**config.mk**
```make
export PLATFORM = sky130hd
export DESIGN_NAME = l2_port_flat
export DESIGN_NICKNAME = d
export VERILOG_FILES = /design/src/common/dcache_pkg.sv /design/src/common/l2_req_if.sv /design/src/dcache/l2_port.sv /design/src/flat_wrapper.sv
export SDC_FILE = /design/constraint.sdc
export NUM_CORES = 1
export LEC_CHECK = 0
export CAP_MARGIN = 20
export CELL_PAD_IN_SITES_DETAIL_PLACEMENT = 0
export CELL_PAD_IN_SITES_GLOBAL_PLACEMENT = 1
export CORE_AREA = 2 2 432 434
export DETAILED_ROUTE_END_ITERATION = 8
export DIE_AREA = 0 0 434 436
export DONT_BUFFER_PORTS = 1
export PLACE_DENSITY_LB_ADDON = 0.1
export SYNTH_ARGS = -nofsm -noshare
export SYNTH_HDL_FRONTEND = slang
export SYNTH_SLANG_ARGS = --single-unit
```
**constraint.sdc**
```tcl
create_clock -name clk -period 56.1 [get_ports clk]
set_input_delay 5.61 -clock clk [delete_from_list [all_inputs] [get_ports clk]]
set_output_delay 5.61 -clock clk [all_outputs]
set_load 0.005 [all_outputs]
```
**src/common/dcache_pkg.sv**
```systemverilog
`default_nettype none

package dcache_pkg;

  // ==================================================
  // cache geometry
  // ==================================================

  localparam int ADDR_W     = 32;
  localparam int LINE_BYTES = 32;
  localparam int WORD_BYTES = 8;
  localparam int N_SETS     = 64;
  localparam int N_WAYS     = 2;

  // address split: tag | index | offset
  localparam int OFFSET_W = $clog2(LINE_BYTES);
  localparam int INDEX_W  = $clog2(N_SETS);
  localparam int TAG_W    = ADDR_W - INDEX_W - OFFSET_W;

  // byte inside a word, word inside a line
  localparam int WORD_OFF_W = $clog2(WORD_BYTES);
  localparam int WORD_SEL_W = OFFSET_W - WORD_OFF_W;

  // replacement LFSR, 7 bits
  localparam logic [6:0] LFSR_SEED = 7'h03;

  // ==================================================
  // field types
  // ==================================================

  typedef logic [ADDR_W-1:0]         addr_t;
  typedef logic [TAG_W-1:0]          tag_t;
  typedef logic [INDEX_W-1:0]        index_t;
  typedef logic [WORD_BYTES*8-1:0]   word_t;
  typedef logic [WORD_BYTES-1:0]     wstrb_t;
  typedef logic [LINE_BYTES*8-1:0]   line_t;
  typedef logic [$clog2(N_WAYS)-1:0] way_t;

  // line state, MESI without Shared
  // exclusive is clean, modified is dirty
  typedef enum logic [1:0] {
    ST_INVALID   = 2'b00,
    ST_EXCLUSIVE = 2'b10,
    ST_MODIFIED  = 2'b11
  } line_state_t;

endpackage

`default_nettype wire

```
**src/common/l2_req_if.sv**
```systemverilog
`timescale 1ns/10ps
`default_nettype none

interface l2_req_if;
  import dcache_pkg::*;

  // one-cycle pulse, fields sampled with it
  logic  start;
  // high for a line write-back, low for a fill
  logic  we;
  // line address, offset bits zero
  addr_t addr;
  // write-back payload
  line_t wline;

  // one-cycle pulse once the L2 handshake has closed
  logic  done;
  // fill data, held until the next start
  line_t rline;

  modport ctrl (
    output start,
    output we,
    output addr,
    output wline,
    input  done,
    input  rline
  );

  modport port (
    input  start,
    input  we,
    input  addr,
    input  wline,
    output done,
    output rline
  );

endinterface

`default_nettype wire

```
**src/dcache/l2_port.sv**
```systemverilog
`timescale 1ns/10ps
`default_nettype none

module l2_port (
  input  logic              clk,
  input  logic              rst,
  l2_req_if.port            l2,
  output logic              l2_req_o,
  output logic              l2_we_o,
  output dcache_pkg::addr_t l2_addr_o,
  output dcache_pkg::line_t l2_wdata_o,
  input  logic              l2_ack_i,
  input  dcache_pkg::line_t l2_rdata_i
);
  import dcache_pkg::*;

  typedef enum logic [1:0] {
    P_IDLE, P_REQ, P_DROP
  } port_state_t;

  port_state_t state_q;
  logic        done_q;
  line_t       rline_q;

  // ==================================================
  // four-phase sequence
  // ==================================================

  // req up, wait for ack, req down, wait for ack low
  always_ff @(posedge clk) begin
    if (rst) begin
      state_q  <= P_IDLE;
      l2_req_o <= 1'b0;
      l2_we_o  <= 1'b0;
      done_q   <= 1'b0;
    end else begin
      done_q <= 1'b0;
      case (state_q)
        P_IDLE: begin
          if (l2.start) begin
            l2_req_o <= 1'b1;
            l2_we_o  <= l2.we;
            state_q  <= P_REQ;
          end
        end
        P_REQ: begin
          if (l2_ack_i) begin
            l2_req_o <= 1'b0;
            state_q  <= P_DROP;
          end
        end
        P_DROP: begin
          if (!l2_ack_i) begin
            done_q  <= 1'b1;
            state_q <= P_IDLE;
          end
        end
        default: state_q <= P_IDLE;
      endcase
    end
  end

  // transfer payload
  always_ff @(posedge clk) begin
    if ((state_q == P_IDLE) && l2.start) begin
      l2_addr_o  <= l2.addr;
      l2_wdata_o <= l2.wline;
    end
    if ((state_q == P_REQ) && l2_ack_i) begin
      rline_q <= l2_rdata_i;
    end
  end

  assign l2.done  = done_q;
  assign l2.rline = rline_q;

endmodule

`default_nettype wire

```
**src/flat_wrapper.sv**
```systemverilog
// flat-port wrapper written by rule: the top's interface ports become plain ports
module l2_port_flat import dcache_pkg::*;
  (clk, rst, l2_req_o, l2_we_o, l2_addr_o, l2_wdata_o, l2_ack_i, l2_rdata_i, l2_start, l2_we, l2_addr, l2_wline, l2_done, l2_rline);
  l2_req_if l2_i ();
  input  logic clk;
  input  logic rst;
  output logic l2_req_o;
  output logic l2_we_o;
  output dcache_pkg::addr_t l2_addr_o;
  output dcache_pkg::line_t l2_wdata_o;
  input  logic l2_ack_i;
  input  dcache_pkg::line_t l2_rdata_i;
  input wire logic [$bits(l2_i.start)-1:0] l2_start;
  input wire logic [$bits(l2_i.we)-1:0] l2_we;
  input wire logic [$bits(l2_i.addr)-1:0] l2_addr;
  input wire logic [$bits(l2_i.wline)-1:0] l2_wline;
  output wire logic [$bits(l2_i.done)-1:0] l2_done;
  output wire logic [$bits(l2_i.rline)-1:0] l2_rline;
  assign l2_i.start = l2_start;
  assign l2_i.we = l2_we;
  assign l2_i.addr = l2_addr;
  assign l2_i.wline = l2_wline;
  assign l2_done = l2_i.done;
  assign l2_rline = l2_i.rline;
  l2_port u_core (.clk(clk), .rst(rst), .l2(l2_i), .l2_req_o(l2_req_o), .l2_we_o(l2_we_o), .l2_addr_o(l2_addr_o), .l2_wdata_o(l2_wdata_o), .l2_ack_i(l2_ack_i), .l2_rdata_i(l2_rdata_i));
endmodule
```
# == Word-level counts from Yosys, hierarchy flattened ==
# Cells that the tools add are included.
# word_totals
regBits,549
in_bits,549
output_inout_bits,547
elab_cells,29
# op_classes
eq_ne,5
mux,8
bitwise,1
n_reduce_logical,8
# ops
operator,count
2-to-1 mux 2 bit,3
"inequality test 2 bit, second input constant",3
case mux 2 bit (3 select lines),1
AND reduction 3 bit,2
2-to-1 mux 1 bit,3
"== test 2 x 1 -> 1 bit, second input constant",1
"== test 2 bit, second input constant",1
logical AND 1 bit,2
zero test 2 bit,1
case mux 1 bit (2 select lines),1
AND reduction 2 bit,1
nonzero test 2 bit,1
OR reduction 2 bit,1
inverter 1 bit,1

# == Longest topological paths before layout ==
# logic_depth
depth_word,3
mapped_depth,3

# == Least setup slack after synthesis ==
# Ideal clock, no wire load.
# synth_timing
path_type,input to register
start,input port l2_ack_i
end,"register u_core.rline_q[0], in the netlist u_core.l2.rline[0] (enable)"
setup_ps,1238
arrival_time_ps,23921
slack_ps,30941
path_stages,2
n_path_buf,0
cell_sequence,inv_1 > nor3b_1
# synth_between
elab_chain_len,1
# synth_lines
item,line,rtl
from (decl),flat_wrapper.sv:11,input logic l2_ack_i;
logical AND 1 bit,l2_port.sv:69,if ((state_q == P_REQ) && l2_ack_i) begin
to (signal assigned),l2_port.sv:70,rline_q <= l2_rdata_i;
to (decl),l2_port.sv:23,line_t rline_q;
# Every way passes these cells.
# A chain may end at the register's enable or synchronous reset.

# == Worst setup path after layout ==
# layout_timing
start,input port l2_start
end,register u_core.l2_addr_o[14] (enable)
# layout_between
elab_chain_len,1
# layout_lines
item,line,rtl
from (decl),flat_wrapper.sv:13,input wire logic [$bits(l2_i.start)-1:0] l2_start;
logical AND 1 bit,l2_port.sv:65,if ((state_q == P_IDLE) && l2.start) begin
to (signal assigned),l2_port.sv:66,l2_addr_o <= l2.addr;
to (decl),l2_port.sv:10,"output dcache_pkg::addr_t l2_addr_o,"
# Every way passes these cells.

==> metrics.log <==
[metrics] status: finished, final reports clean
[metrics] Total Die Area: about 0.19 sq mm
[metrics] overall overflow remaining after global route: 0
[metrics] all-layer global routing usage: 6.716%
[metrics] Routed Antenna Nets: 0
[metrics] number of instances in the synthesized netlist: 563
[metrics] first-pass iteration count of the detailed router: 4
[metrics] die height: around 440 um
[metrics] largest net degree at the start of global routing: about 140
[metrics] total internal power: roughly 0.75 mW
[metrics] worst slew margin relative to its limit: a little under two fifths
[metrics] total power density per cell area: 43.69 mW/mm^2
[metrics] startpoint-to-endpoint class of the critical path: input port to flop
[metrics] fraction of power consumed by the clock network: between 40% and 50%
[metrics] Sw Share: 22.52%
[metrics] initial core utilization: under 10%
[metrics] Achievable Freq: 0.1171 GHz
[metrics] area of the mapped netlist: roughly 0.017 sq mm
[metrics] slowest cell on the critical path: buf_4
[metrics] ports placed on the boundary: 1096
[metrics] cts repair resizes: 0
[metrics] HP Class: flop to flop
[metrics] Critical Path RT: about 56 ns
[metrics] count of yosys warnings during synthesis: 0
[metrics] Final Core Density: between 10% and 20%
[metrics] Clk pin slew, worst setup/hold paths: about 0.06 ns
[metrics] maximum ir drop on the vdd rail: 0.01848 mV
[metrics] largest fanout on the critical path: slightly below 70
[metrics] clock net sink count: roughly 550
[metrics] filler cell count in the final layout: around 21000
[metrics] growth of design area from synthesis to finish: 33.06%
[metrics] number of CTS-inserted buffers: a little over 70
[metrics] cells along the critical path: nor3b_4, buf_4, buf_4, buf_4, buf_4
[metrics] arrival time at the worst endpoint: ~8.8 ns
[metrics] Layout Skew: around 0.019 ns
[metrics] fraction of power consumed by combinational cells: about 1.4%
[metrics] Fin Setup TNS: 0 ns
[metrics] drt first-iter violations: about 400
[metrics] most used routing layer in global routing: met2
[metrics] width of the die: between 400 and 500 um
[metrics] total nets after synthesis: 1112
[metrics] area of placed instances: slightly below 0.02 sq mm
[metrics] Final Wtd Congestion: about 0.73
[metrics] hpwl dp: approximately 52000 um
[metrics] wire length after detailed routing: between 60000 and 70000 um
[metrics] number of vias after detailed routing: between 6000 and 7000
[metrics] net switching power figure: roughly 0.22 mW
[metrics] Root Driver: clkbuf_16
[metrics] number of placement rows: between 150 and 200
[metrics] final period demand of the worst path: 8.543 ns
[metrics] cell family contributing the most delay on the critical path: buffers and inverters
[metrics] Synth cell types: 15
[metrics] largest buffer count on any clock path: 3
[metrics] Final Setup Violations: 0
[metrics] Final #Nets: around 1200
[metrics] kind of end point of the critical path: flop
[metrics] sequential fraction of the synthesis area: between 90% and 100%
[metrics] setup repair after global routing missed its margin: false
[metrics] count of final max-slew check failures: 0
[metrics] global routing met2 resource utilization: around an eighth
[metrics] multi-input gate area in the final layout: between 100 and 150 sq um
[metrics] max-capacitance violation count: 0
[metrics] FF/Latch Area: 0.01644 sq mm
[metrics] placeable core region: 0.1846 sq mm
[metrics] final worst path period share: around 15%
[metrics] DR WL/cell: around 21 um
[metrics] most frequent cell on the critical path: buf_4
[metrics] count of input and output buffers: 0
[metrics] global-route wire length before repair: 81720 um
[metrics] actual slew at the worst max-slew pin: 0.9439 ns
[metrics] Post CTS Setup Buffer Count: 0
[metrics] met3 routing resource usage after global routing: roughly 4.4%
[metrics] slack of the critical path: approximately 48 ns
[metrics] post-route standard cell area excluding fillers: 0.02201 sq mm
[metrics] via count of the first global-routing pass: between 7000 and 8000
[metrics] post-cts hold buffer count: 0
[metrics] flip-flop and latch count after synthesis: 549
[metrics] clock tree from TritonCTS: done
[metrics] biggest cell delay along the critical path: 0.76 ns
[metrics] critical path startpoint category: input port
[metrics] drc violations: 0
[metrics] fraction of power consumed by sequential logic: between 50% and 60%
[metrics] Clock H-tree levels: 3
[metrics] met1 layer usage reported by global route: under 10%
[metrics] leakage power summed over all cells: around 6.3 nW
[metrics] pre-CTS WS: 46.78 ns
[metrics] worst skew pair latency: slightly below 0.7 ns
[metrics] share of post-route cells with drive strength above 1: 16.36%
[metrics] Bufs and invs on worst path: 4
[metrics] post-detailed-route via-to-cell ratio: between 2 and 2.5
[metrics] final hold slack: between 0.5 and 0.6 ns
[metrics] mean cell area of the mapped netlist: about 30 sq um
[metrics] antenna violations before repair: 49
[metrics] final number of hold-violating endpoints: 0
==> cell families after synthesis <==
family | Yosys count | share of synthesized area (%)
DFF | 549 | 99.36
and+or+nand+nor | 7 | 0.3026
AOI/OAI and AO/OA | 4 | 0.1966
xor gates and xnor gates | 1 | 0.05296
muxes | 1 | 0.06052
buffers and inverters | 1 | 0.02267
==> Yosys cell counts <==
cell type	number	area [sq um]
nor3b_1	1	7.510
dfxtp_1	5	100.1
a21oi_1	1	5.000
o21bai_1	1	7.510
inv_1	1	3.750
and2b_2	1	8.760
edfxtp_1	544	16340
nor2_1	2	7.510
nor4b_1	1	8.760
xnor2_1	1	8.760
a2111oi_2	1	15.01
o21ai_0	1	5.000
mux2i_1	1	10.01
nor3b_2	1	12.51
nor3_1	1	5.000
==> cells in the final DEF, fill, tap and decap left out, drive strengths merged <==
master | synthesis | final
nor3 | 1 | 1
a2111oi | 1 | 1
nor4b | 1 | 1
clkinv | 0 | 28
nor2 | 2 | 2
mux2i | 1 | 1
o21ai | 1 | 1
clkinvlp | 0 | 5
clkbuf | 0 | 84
a21oi | 1 | 1
edfxtp | 544 | 544
xnor2 | 1 | 1
inv | 1 | 5
o21bai | 1 | 1
buf | 0 | 8
diode | 0 | 7
bufinv | 0 | 5
dfxtp | 5 | 5
and2b | 1 | 1
nor3b | 2 | 2
==> state kept, by name, indices dropped and copies added (netlist names) <==
register and flops:
u_core.state_q 2, u_core.l2.done 1, u_core.l2_addr_o 32, u_core.l2_req_o 1
u_core.l2_wdata_o 256, u_core.l2.rline 256, u_core.l2_we_o 1
==> power by group through the flow <==
stage | registers, mW | logic (mW) | clock network, mW
finish | 0.500 | 0.0134 | 0.449
global route | 0.502 | 0.0152 | 0.491
CTS | 0.501 | 0.0141 | 0.476
detailed placement | 0.509 | 0.0141 | 0
global placement | 0.511 | 0.0140 | 0
floorplan | 0.509 | 0.00880 | 0
==> layer usage <==
metal	routed length, um	vias to the layer above
met2	38000	722
met5	253	-
met3	9193	177
met1	16740	3202
met4	2373	34
li1	-	2494
==> final timing paths <==
path,slack (ns),cells after the start,to,from
setup / recovery,47.56,5,u_core.l2_addr_o[14]$_DFFE_PP_,l2_start
hold / removal,0.56,2,u_core.l2_req_o$_SDFFE_PP0P_,u_core.l2_req_o$_SDFFE_PP0P_
setup reg to reg,52.01,5,u_core.l2_addr_o[14]$_DFFE_PP_,u_core.state_q[1]$_SDFFE_PP0P_
hold reg to reg,0.56,2,u_core.l2_req_o$_SDFFE_PP0P_,u_core.l2_req_o$_SDFFE_PP0P_
==> worst min-delay path, delay by kind of cell (launching register included) <==
| family | cells | cell delay [ns] |
|---|---|---|
| flops | 1 | 0.36 |
| compound gates | 2 | 0.16 |
==> per-stage QoR <==
step	total power, mW	instances
4_1_cts	0.9913	3177
3_3_place_gp	0.5254	3051
2_1_floorplan	0.5178	563
3_5_place_dp	0.5235	3051
6_report	0.9616	3184
5_1_grt	1.008	3181
==> area by class of cell <==
type,count,area share (%)
Sequential cell,549,74.68
Tap cell,2480,14.10
Clock buffer,84,8.488
Clock inverter,42,1.796
Multi-Input combinational cell,13,0.5117
Timing Repair Buffer,8,0.3297
Antenna cell,7,0.07959
Inverter,1,0.01706
Power figures use the tool's default switching activity.
