<file path="src/common/dcache_pkg.sv">
`default_nettype none

package dcache_pkg;

  // ==================================================
  // cache geometry
  // ==================================================

  localparam int ADDR_W     = 32;
  localparam int LINE_BYTES = 32;
  localparam int WORD_BYTES = 8;
  localparam int N_SETS     = 64;
  localparam int N_WAYS     = 2;

  // address split: tag | index | offset
  localparam int OFFSET_W = $clog2(LINE_BYTES);
  localparam int INDEX_W  = $clog2(N_SETS);
  localparam int TAG_W    = ADDR_W - INDEX_W - OFFSET_W;

  // byte inside a word, word inside a line
  localparam int WORD_OFF_W = $clog2(WORD_BYTES);
  localparam int WORD_SEL_W = OFFSET_W - WORD_OFF_W;

  // replacement LFSR, 7 bits
  localparam logic [6:0] LFSR_SEED = 7'h03;

  // ==================================================
  // field types
  // ==================================================

  typedef logic [ADDR_W-1:0]         addr_t;
  typedef logic [TAG_W-1:0]          tag_t;
  typedef logic [INDEX_W-1:0]        index_t;
  typedef logic [WORD_BYTES*8-1:0]   word_t;
  typedef logic [WORD_BYTES-1:0]     wstrb_t;
  typedef logic [LINE_BYTES*8-1:0]   line_t;
  typedef logic [$clog2(N_WAYS)-1:0] way_t;

  // line state, MESI without Shared
  // exclusive is clean, modified is dirty
  typedef enum logic [1:0] {
    ST_INVALID   = 2'b00,
    ST_EXCLUSIVE = 2'b10,
    ST_MODIFIED  = 2'b11
  } line_state_t;

endpackage

`default_nettype wire

</file>
<file path="src/common/way_if.sv">
`timescale 1ns/10ps
`default_nettype none

interface way_if;
  import dcache_pkg::*;

  // lookup and write request, from the controller
  logic              lookup;
  index_t            index;
  tag_t              tag;
  logic [N_WAYS-1:0] wr_en;
  line_state_t       wr_way_state;
  line_t             wr_line;

  // state sweep finished
  logic              ready;

  // lookup result, valid one cycle after lookup
  logic              hit;
  way_t              hit_way;
  line_t             rd_line;

  // replacement candidate of the looked-up set
  way_t              victim_way;
  line_state_t       victim_state;
  tag_t              victim_tag;
  line_t             victim_line;

  modport ctrl (
    output lookup, index, tag, wr_en, wr_way_state, wr_line,
    input  ready, hit, hit_way, rd_line,
    input  victim_way, victim_state, victim_tag, victim_line
  );

  modport ways (
    input  lookup, index, tag, wr_en, wr_way_state, wr_line,
    output ready, hit, hit_way, rd_line,
    output victim_way, victim_state, victim_tag, victim_line
  );

endinterface

`default_nettype wire

</file>
<file path="src/common/l2_req_if.sv">
`timescale 1ns/10ps
`default_nettype none

interface l2_req_if;
  import dcache_pkg::*;

  // one-cycle pulse, fields sampled with it
  logic  start;
  // high for a line write-back, low for a fill
  logic  we;
  // line address, offset bits zero
  addr_t addr;
  // write-back payload
  line_t wline;

  // one-cycle pulse once the L2 handshake has closed
  logic  done;
  // fill data, held until the next start
  line_t rline;

  modport ctrl (
    output start,
    output we,
    output addr,
    output wline,
    input  done,
    input  rline
  );

  modport port (
    input  start,
    input  we,
    input  addr,
    input  wline,
    output done,
    output rline
  );

endinterface

`default_nettype wire

</file>
<file path="src/dcache/dcache_ctrl.sv">
`timescale 1ns/10ps
`default_nettype none

module dcache_ctrl (
  input  logic               clk,
  input  logic               rst,
  input  logic               cpu_req_i,
  input  logic               cpu_we_i,
  input  dcache_pkg::addr_t  cpu_addr_i,
  input  dcache_pkg::word_t  cpu_wdata_i,
  input  dcache_pkg::wstrb_t cpu_be_i,
  output logic               cpu_ack_o,
  output dcache_pkg::word_t  cpu_rdata_o,
  output logic               cpu_miss_o,
  way_if.ctrl                ways,
  l2_req_if.ctrl             l2
);
  import dcache_pkg::*;

  typedef enum logic [2:0] {
    IDLE, LOOKUP, WRITEBACK, FILL, UPDATE, ACK
  } ctrl_state_t;

  ctrl_state_t           state_q;
  addr_t                 req_addr_q;
  logic                  req_we_q;
  word_t                 req_wdata_q;
  wstrb_t                req_be_q;
  logic                  miss_q;
  way_t                  tgt_way_q;
  logic                  accept;
  index_t                req_index;
  tag_t                  req_tag;
  logic [WORD_SEL_W-1:0] word_sel;
  line_t                 src_line;
  line_t                 new_line;
  addr_t                 wb_addr;
  addr_t                 fill_addr;

  assign accept    = (state_q == IDLE) && ways.ready && cpu_req_i;
  assign req_index = req_addr_q[OFFSET_W +: INDEX_W];
  assign req_tag   = req_addr_q[ADDR_W-1 -: TAG_W];
  assign word_sel  = req_addr_q[WORD_OFF_W +: WORD_SEL_W];

  // ==================================================
  // access FSM
  // ==================================================

  always_ff @(posedge clk) begin
    if (rst) begin
      state_q   <= IDLE;
      miss_q    <= 1'b0;
      tgt_way_q <= '0;
    end else begin
      case (state_q)
        IDLE: begin
          if (accept) begin
            miss_q  <= 1'b0;
            state_q <= LOOKUP;
          end
        end
        LOOKUP: begin
          tgt_way_q <= ways.hit ? ways.hit_way : ways.victim_way;
          if (ways.hit) begin
            state_q <= UPDATE;
          end else begin
            miss_q  <= 1'b1;
            state_q <= (ways.victim_state == ST_MODIFIED) ? WRITEBACK : FILL;
          end
        end
        WRITEBACK: if (l2.done) state_q <= FILL;
        FILL:      if (l2.done) state_q <= UPDATE;
        UPDATE:    state_q <= ACK;
        ACK:       if (!cpu_req_i) state_q <= IDLE;
        default:   state_q <= IDLE;
      endcase
    end
  end

  // access fields, held for the whole access
  always_ff @(posedge clk) begin
    if (accept) begin
      req_addr_q  <= cpu_addr_i;
      req_we_q    <= cpu_we_i;
      req_wdata_q <= cpu_wdata_i;
      req_be_q    <= cpu_be_i;
    end
  end

  // ==================================================
  // array side
  // ==================================================

  // way rd_line holds after the lookup, l2 rline holds after the fill
  assign src_line = miss_q ? l2.rline : ways.rd_line;

  // byte-enabled store merge
  always_comb begin
    new_line = src_line;
    for (int b = 0; b < WORD_BYTES; b++) begin
      if (req_we_q && req_be_q[b]) begin
        new_line[(int'(word_sel) * WORD_BYTES + b) * 8 +: 8] = req_wdata_q[b*8 +: 8];
      end
    end
  end

  // lookup goes out straight from the cpu fields
  assign ways.lookup = accept;
  assign ways.index  = (state_q == IDLE) ? cpu_addr_i[OFFSET_W +: INDEX_W] : req_index;
  assign ways.tag    = (state_q == IDLE) ? cpu_addr_i[ADDR_W-1 -: TAG_W] : req_tag;

  // load hit leaves the line alone, silent E to M on store hit
  always_comb begin
    for (int w = 0; w < N_WAYS; w++) begin
      ways.wr_en[w] = (state_q == UPDATE) && (req_we_q || miss_q) && (tgt_way_q == way_t'(w));
    end
  end

  assign ways.wr_way_state = req_we_q ? ST_MODIFIED : ST_EXCLUSIVE;
  assign ways.wr_line      = new_line;

  // ==================================================
  // l2 side
  // ==================================================

  assign wb_addr   = {ways.victim_tag, req_index, {OFFSET_W{1'b0}}};
  assign fill_addr = {req_tag, req_index, {OFFSET_W{1'b0}}};

  // fill goes out right after the write-back closes
  assign l2.start = ((state_q == LOOKUP) && !ways.hit) || ((state_q == WRITEBACK) && l2.done);
  assign l2.we    = (state_q == LOOKUP) && (ways.victim_state == ST_MODIFIED);
  assign l2.addr  = l2.we ? wb_addr : fill_addr;
  assign l2.wline = ways.victim_line;

  // cpu response
  assign cpu_ack_o   = (state_q == ACK);
  assign cpu_miss_o  = (state_q == ACK) && miss_q;
  assign cpu_rdata_o = src_line[int'(word_sel) * $bits(word_t) +: $bits(word_t)];

endmodule

`default_nettype wire

</file>
<file path="src/flat_wrapper.sv">
// flat-port wrapper written by rule: the top's interface ports become plain ports
module dcache_ctrl_flat import dcache_pkg::*;
  (clk, rst, cpu_req_i, cpu_we_i, cpu_addr_i, cpu_wdata_i, cpu_be_i, cpu_ack_o, cpu_rdata_o, cpu_miss_o, ways_lookup, ways_index, ways_tag, ways_wr_en, ways_wr_way_state, ways_wr_line, ways_ready, ways_hit, ways_hit_way, ways_rd_line, ways_victim_way, ways_victim_state, ways_victim_tag, ways_victim_line, l2_start, l2_we, l2_addr, l2_wline, l2_done, l2_rline);
  way_if ways_i ();
  l2_req_if l2_i ();
  input  logic clk;
  input  logic rst;
  input  logic cpu_req_i;
  input  logic cpu_we_i;
  input  dcache_pkg::addr_t cpu_addr_i;
  input  dcache_pkg::word_t cpu_wdata_i;
  input  dcache_pkg::wstrb_t cpu_be_i;
  output logic cpu_ack_o;
  output dcache_pkg::word_t cpu_rdata_o;
  output logic cpu_miss_o;
  output wire logic [$bits(ways_i.lookup)-1:0] ways_lookup;
  output wire logic [$bits(ways_i.index)-1:0] ways_index;
  output wire logic [$bits(ways_i.tag)-1:0] ways_tag;
  output wire logic [$bits(ways_i.wr_en)-1:0] ways_wr_en;
  output wire logic [$bits(ways_i.wr_way_state)-1:0] ways_wr_way_state;
  output wire logic [$bits(ways_i.wr_line)-1:0] ways_wr_line;
  input wire logic [$bits(ways_i.ready)-1:0] ways_ready;
  input wire logic [$bits(ways_i.hit)-1:0] ways_hit;
  input wire logic [$bits(ways_i.hit_way)-1:0] ways_hit_way;
  input wire logic [$bits(ways_i.rd_line)-1:0] ways_rd_line;
  input wire logic [$bits(ways_i.victim_way)-1:0] ways_victim_way;
  input wire logic [$bits(ways_i.victim_state)-1:0] ways_victim_state;
  input wire logic [$bits(ways_i.victim_tag)-1:0] ways_victim_tag;
  input wire logic [$bits(ways_i.victim_line)-1:0] ways_victim_line;
  output wire logic [$bits(l2_i.start)-1:0] l2_start;
  output wire logic [$bits(l2_i.we)-1:0] l2_we;
  output wire logic [$bits(l2_i.addr)-1:0] l2_addr;
  output wire logic [$bits(l2_i.wline)-1:0] l2_wline;
  input wire logic [$bits(l2_i.done)-1:0] l2_done;
  input wire logic [$bits(l2_i.rline)-1:0] l2_rline;
  assign ways_lookup = ways_i.lookup;
  assign ways_index = ways_i.index;
  assign ways_tag = ways_i.tag;
  assign ways_wr_en = ways_i.wr_en;
  assign ways_wr_way_state = ways_i.wr_way_state;
  assign ways_wr_line = ways_i.wr_line;
  assign ways_i.ready = ways_ready;
  assign ways_i.hit = ways_hit;
  assign ways_i.hit_way = ways_hit_way;
  assign ways_i.rd_line = ways_rd_line;
  assign ways_i.victim_way = ways_victim_way;
  assign ways_i.victim_state = ways_victim_state;
  assign ways_i.victim_tag = ways_victim_tag;
  assign ways_i.victim_line = ways_victim_line;
  assign l2_start = l2_i.start;
  assign l2_we = l2_i.we;
  assign l2_addr = l2_i.addr;
  assign l2_wline = l2_i.wline;
  assign l2_i.done = l2_done;
  assign l2_i.rline = l2_rline;
  dcache_ctrl u_core (.clk(clk), .rst(rst), .cpu_req_i(cpu_req_i), .cpu_we_i(cpu_we_i), .cpu_addr_i(cpu_addr_i), .cpu_wdata_i(cpu_wdata_i), .cpu_be_i(cpu_be_i), .cpu_ack_o(cpu_ack_o), .cpu_rdata_o(cpu_rdata_o), .cpu_miss_o(cpu_miss_o), .ways(ways_i), .l2(l2_i));
endmodule
</file>
<file path="config.mk">
export PLATFORM = sky130hd
export DESIGN_NAME = dcache_ctrl_flat
export DESIGN_NICKNAME = d
export VERILOG_FILES = /design/src/common/dcache_pkg.sv /design/src/common/way_if.sv /design/src/common/l2_req_if.sv /design/src/dcache/dcache_ctrl.sv /design/src/flat_wrapper.sv
export SDC_FILE = /design/constraint.sdc
export NUM_CORES = 1
export LEC_CHECK = 0
export BUFFER_PORTS_ARGS = -buffer_cell sky130_fd_sc_hd__buf_2
export CORE_AREA = 3 3 600 602
export DETAILED_ROUTE_END_ITERATION = 6
export DIE_AREA = 0 0 603 605
export PLACE_DENSITY = 0.3
export SLEW_MARGIN = 20
export SYNTH_ARGS = -nofsm -noshare
export SYNTH_HDL_FRONTEND = slang
export SYNTH_SLANG_ARGS = --single-unit
</file>
<file path="constraint.sdc">
create_clock -name clk -period 4.5 [get_ports clk]
set_input_delay 0.9 -clock clk [delete_from_list [all_inputs] [get_ports clk]]
set_output_delay 0.9 -clock clk [all_outputs]
set_load 0.01 [all_outputs]
</file>
# Word level (Yosys, flattened, before mapping)
# Cells that the tools add are included.
[classes]
add_sub_neg = 15
eq_ne = 11
shifts = 17
n_mux = 32
bitwise_logic = 1
reduce_logical = 24
[ops]
columns = ["operator", "n"]
rows = [
  ["$mux W256", 9],
  ["$bwmux W256", 8],
  ["$shift A8 B33 Y256 const A", 8],
  ["$shiftx A8 B33 Y256", 8],
  ["$shiftx A256 B9 Y64", 1],
  ["$neg A32 Y33", 7],
  ["$neg A8 Y33", 1],
  ["$mux W32", 1],
  ["$add A5 B3 Y6 const B", 4],
  ["$mux W21", 1],
  ["$pmux W3 S6", 1],
  ["$logic_and A1 B1 Y1", 17],
  ["$mux W3", 5],
  ["$add A5 B2 Y6 const B", 2],
  ["$ne A2 B2 Y1 const B", 5],
  ["$add A5 B1 Y6 const B", 1],
  ["$eq A3 B2 Y1 const B", 2],
  ["$eq A3 B3 Y1 const B", 2],
  ["$mux W6", 1],
  ["$mux W1", 5],
  ["$reduce_and A4 Y1", 1],
  ["$eq A3 B1 Y1 const B", 1],
  ["$logic_not A3 Y1", 1],
  ["$reduce_and A3 Y1", 1],
  ["other kinds (6)", 7],
]
[totals]
reg_bits = 110
in_bits = 904
output_inout_bits = 644
wordCells = 107

# Longest topological paths before layout
[logic_depth]
word_depth = 18
mapped_depth = 10
ltp_nobuf = 5

# Least setup slack after synthesis
# OpenSTA, ideal clock, no wires.
[synth_path]
path_kind = "input to output"
from = "input port cpu_req_i"
to = "output port ways_lookup"
t_arrival_ns = 3.394
required_ns = 3.600
slack_ns = 0.206
stages = 1
n_path_buf = 0
path_cell_list = "and3_1"
[synth_via]
elab_chain_len = 1
[synth_rtl]
columns = ["item", "line_no", "rtl"]
rows = [
  ["from (decl)", "flat_wrapper.sv:8", "input logic cpu_req_i;"],
  ["$logic_and A1 B1 Y1", "dcache_ctrl.sv:40", "assign accept = (state_q == IDLE) && ways.ready && cpu_req_i;"],
  ["to (decl)", "flat_wrapper.sv:16", "output wire logic [$bits(ways_i.lookup)-1:0] ways_lookup;"],
]
# No other way between the ends.

# Final worst setup path
[layout_path]
from = "register u_core.req_addr_q[3]"
to = "output port ways_wr_line[38]"
[layout_via]
elab_chain_len = 18
word_cells_on_any_way = 47
cone_classes = "15 x add/sub; 16 x shift; 16 x mux"
[layout_rtl]
columns = ["item", "line_no", "rtl"]
rows = [
  ["from (decl)", "dcache_ctrl.sv:25", "addr_t req_addr_q;"],
  ["from (signal assigned)", "dcache_ctrl.sv:83", "req_addr_q <= cpu_addr_i;"],
  ["branches (longest 17 deep; another with $neg A32 Y33)", "--", ""],
  ["$mux W256 *", "dcache_ctrl.sv:101", "if (req_we_q && req_be_q[b]) begin"],
  ["to (decl)", "flat_wrapper.sv:21", "output wire logic [$bits(ways_i.wr_line)-1:0] ways_wr_line;"],
]
# Mark *: on every way between the ends.

==> summary.md <==
| Metric | Value |
|---|---|
| EDFF count, synth | `102` |
| Critical path class | `reg2out` |
| Relative slew slack | `35.0%` |
| CTS max path bufs | `3` |
| Die area | `0.365 sq mm` |
| Mapped cell area | `0.0160 sq mm` |
| Fin Hold WS | `503 ps` |
| Crit path time final | `4260 ps` |
| Hold Crit Class | `in2reg` |
| Ranking of synthesized cells by area | `edfxtp_1 (19%), mux4_2 (18%), mux2i_1 (16%)` |
| Die Ht | `605 um` |
| Count of pins over their slew limit | `0` |
| Initial antenna violation count | `184` |
| Worst path cell trace | `inv_4 -> ha_2 -> buf_4 -> nand3_1 -> a21oi_1 -> buf_2` |
| DRC errors left | `0` |
| Largest area contributor in the netlist | `edfxtp_1` |
| Vias/cell | `2.65` |
| Global-route wire length before repair | `308,000 um` |
| Row Count | `219` |
| Post-CTS Setup Repair Bufs | `0` |
| Final ANT Viol Nets | `0` |
| CTS clk-pin slew, worst paths | `130 ps` |
| Post-DP HPWL | `242,000 um` |
| Sink Count | `107` |
| Yosys warning count | `0` |
| Fill cells | `41,900` |
| Initial Utilization | `4.51%` |
| Cells after Synth | `1,757` |
| Slowest cell on the critical path | `a21oi_1` |
| Area grow syn2layout | `65.1%` |
| Largest net degree at the start of global routing | `50` |
| Worst path bufs/invs | `3` |
| Placed instance count | `7,194` |
| Post-synth top area share | `19.1%` |
| Fin Setup TNS | `0 ps` |
| Core Util, Final | `7.44%` |
| Setup clock skew after layout | `40.5 ps` |
| Worst vdd ir | `180 uV` |
| Status | `finished clean` |
| Fin crit share | `94.7%` |
| Number of synthesized register bits | `107` |
| PwrDens | `204 mW/mm^2` |
| Final setup fails | `0` |
| Multi-input gate area | `0.0100 sq mm` |
| Delay-heaviest family, CP | `buffers and inverters` |
| Critical Path AT | `3360 ps` |
| Drt wl/cell | `36.8 um` |
| Reported leakage power | `9.16 nW` |
| Clk root buf | `clkbuf_16` |
| Hold-fix buffers at CTS | `0` |
| Chip width | `603 um` |
| CTS tree | `done` |
| Via count | `19,300` |
| # resized after CTS | `3` |
| Achievable Freq | `0.235 GHz` |
| Nets | `3,367` |
| Non-Filler Instances | `7,256` |
| Fin. Hold Viols | `0` |
| Critical path required time | `3600 ps` |
| Gr usage total | `13.9%` |
| Distinct cells, synth | `42` |
| Vias in the first global route | `18,500` |
| Max cap viols | `0` |
| CTS Buf Count | `13` |
| I/O Buffers | `1,026` |
| Async set-reset flop share out of synthesis | `0%` |
| Crit path capture type | `output port` |
| Startpoint class of the critical path | `register` |
| Fraction of layout cells with a size suffix above 1 | `53.3%` |
| Predominant post-synthesis flop cell | `edfxtp_1` |
| First drt pass iteration count | `7` |
| Congestion Overflow GR | `0` |
| Final wirelength | `267,000 um` |
| Final RePlAce weighted congestion | `0.910` |
| # IOs | `1,548` |
| CTS H-tree lvls | `3` |
| Worst-skew pair later-pin latency | `560 ps` |
| Iter 0 DRT Violations | `1,856` |
| Largest stage delay, worst path | `600 ps` |
| RSZ-0062 raised after global routing | `false` |
| FF/Latch Area | `0.00317 sq mm` |
| Placeable Area | `0.355 sq mm` |
| Crit Path Max Fanout | `16` |
| Worst slew pin tran | `972 ps` |
| Register area share after synthesis | `19.7%` |
| Syn Area/Cell | `9.12 sq um` |
-- power breakdown --
part	switching [W]	total, W	internal (W)	leakage (nW)
sequential	0.0000791	0.00124	0.00116	0.989
combinational	0.00180	0.00291	0.00111	8.00
clock	0.000717	0.00125	0.000533	0.174
total	0.00260	0.00540	0.00280	9.16
-- worst paths after layout --
| path | endpoint | from | slack [ps] | depth (start not counted) |
|---|---|---|---|---|
| hold reg to reg | u_core.tgt_way_q | u_core.tgt_way_q | 550 | 2 |
| setup reg to reg | u_core.req_wdata_q[14] | u_core.state_q[1] | 1800 | 4 |
| hold / removal | u_core.req_wdata_q[47] | cpu_wdata_i[47] | 500 | 1 |
| setup / recovery | ways_wr_line[38] | u_core.req_addr_q[3] | 240 | 6 |
-- worst register-to-register path: stages, from the launching register on --
cell and delay [ps]:
dfxtp_1 500, nor3_4 220, buf_4 470, and3_4 510, buf_12 380
-- cell usage after synthesis, drive strengths merged (2+ instances only) --
library cell and instances:
mux2i 257, conb 2, nor4b 3, mux4 128, clkbuf 59, inv 3, nand2 193, and3 16
mux2 48, a211oi 3, buf 367, nor2 7, nor2b 3, edfxtp 102, dfxtp 5, a211o 2
nor3 2, nor3b 3, nand3 131, a2111oi 2, ha 5, and2 2, o21ai 113, a21oi 292
-- per-layer routing --
layer  GRT usage [%]  up-vias  wire length [um]
li1                -     7731                 -
met1            12.0     9435             77100
met2            26.3     1581            141000
met3            8.31      456             36700
met4            4.84       50             11900
met5               0        -               343
-- flip-flops by register name, summed over array words and instances (netlist names) --
name and count:
u_core.tgt_way_q 1, u_core.req_be_q 8, u_core.req_addr_q 29, u_core.state_q 3, u_core.req_we_q 1, u_core.miss_q 1, u_core.req_wdata_q 64
-- logic make-up (layout without fill, tap and decap cells) --
kind of cell	count (synthesis)	count (layout)	share of synthesized area, %
AO/OA/AOI/OAI	416	416	13.2
buffers and inverters	429	1128	18.3
flip-flops	107	107	19.7
AND/OR/NAND/NOR	365	365	10.4
multiplexers	433	433	37.9
adder cells (fa/ha/maj)	5	5	0.391
other	2	51	0.0469
-- cell usage in the layout (no fill, tap or decap), types with 4 or more instances in the layout --
| master | synthesis | layout |
|---|---|---|
| a21oi_1 | 292 | 291 |
| and3_1 | 16 | 12 |
| buf_12 | 2 | 77 |
| buf_2 | 36 | 968 |
| buf_4 | 314 | 62 |
| clkbuf_16 | 0 | 13 |
| conb_1 | 2 | 6 |
| dfxtp_1 | 5 | 4 |
| diode_2 | 0 | 45 |
| edfxtp_1 | 102 | 102 |
| ha_2 | 0 | 4 |
| mux2_1 | 11 | 11 |
| mux2_2 | 18 | 18 |
| mux2_4 | 19 | 19 |
| mux2i_1 | 257 | 257 |
| mux4_2 | 128 | 128 |
| nand2_1 | 193 | 193 |
| nand3_1 | 131 | 128 |
| nor2_1 | 7 | 6 |
| o21ai_0 | 113 | 113 |
-- cell type report --
cell class	instances	area share (%)
antenna	45	0.426
clock buffer	13	1.23
clock inverter	4	0.0852
inverter	3	0.0520
multi-input combinational	1225	37.8
sequential	107	12.0
tap	4751	22.5
timing repair buffer	1108	25.9
-- per-stage QoR --
step	cell area (sq um)	setup slack, ps	total power (W)
2_1_floorplan	16000	206	0.00254
3_3_place_gp	26000	510	0.00430
3_5_place_dp	26000	495	0.00429
4_1_cts	26300	46.6	0.00567
5_1_grt	26400	5.60	0.00571
6_report	26400	239	0.00540
Note: power is estimated with default switching activity, not from simulation.
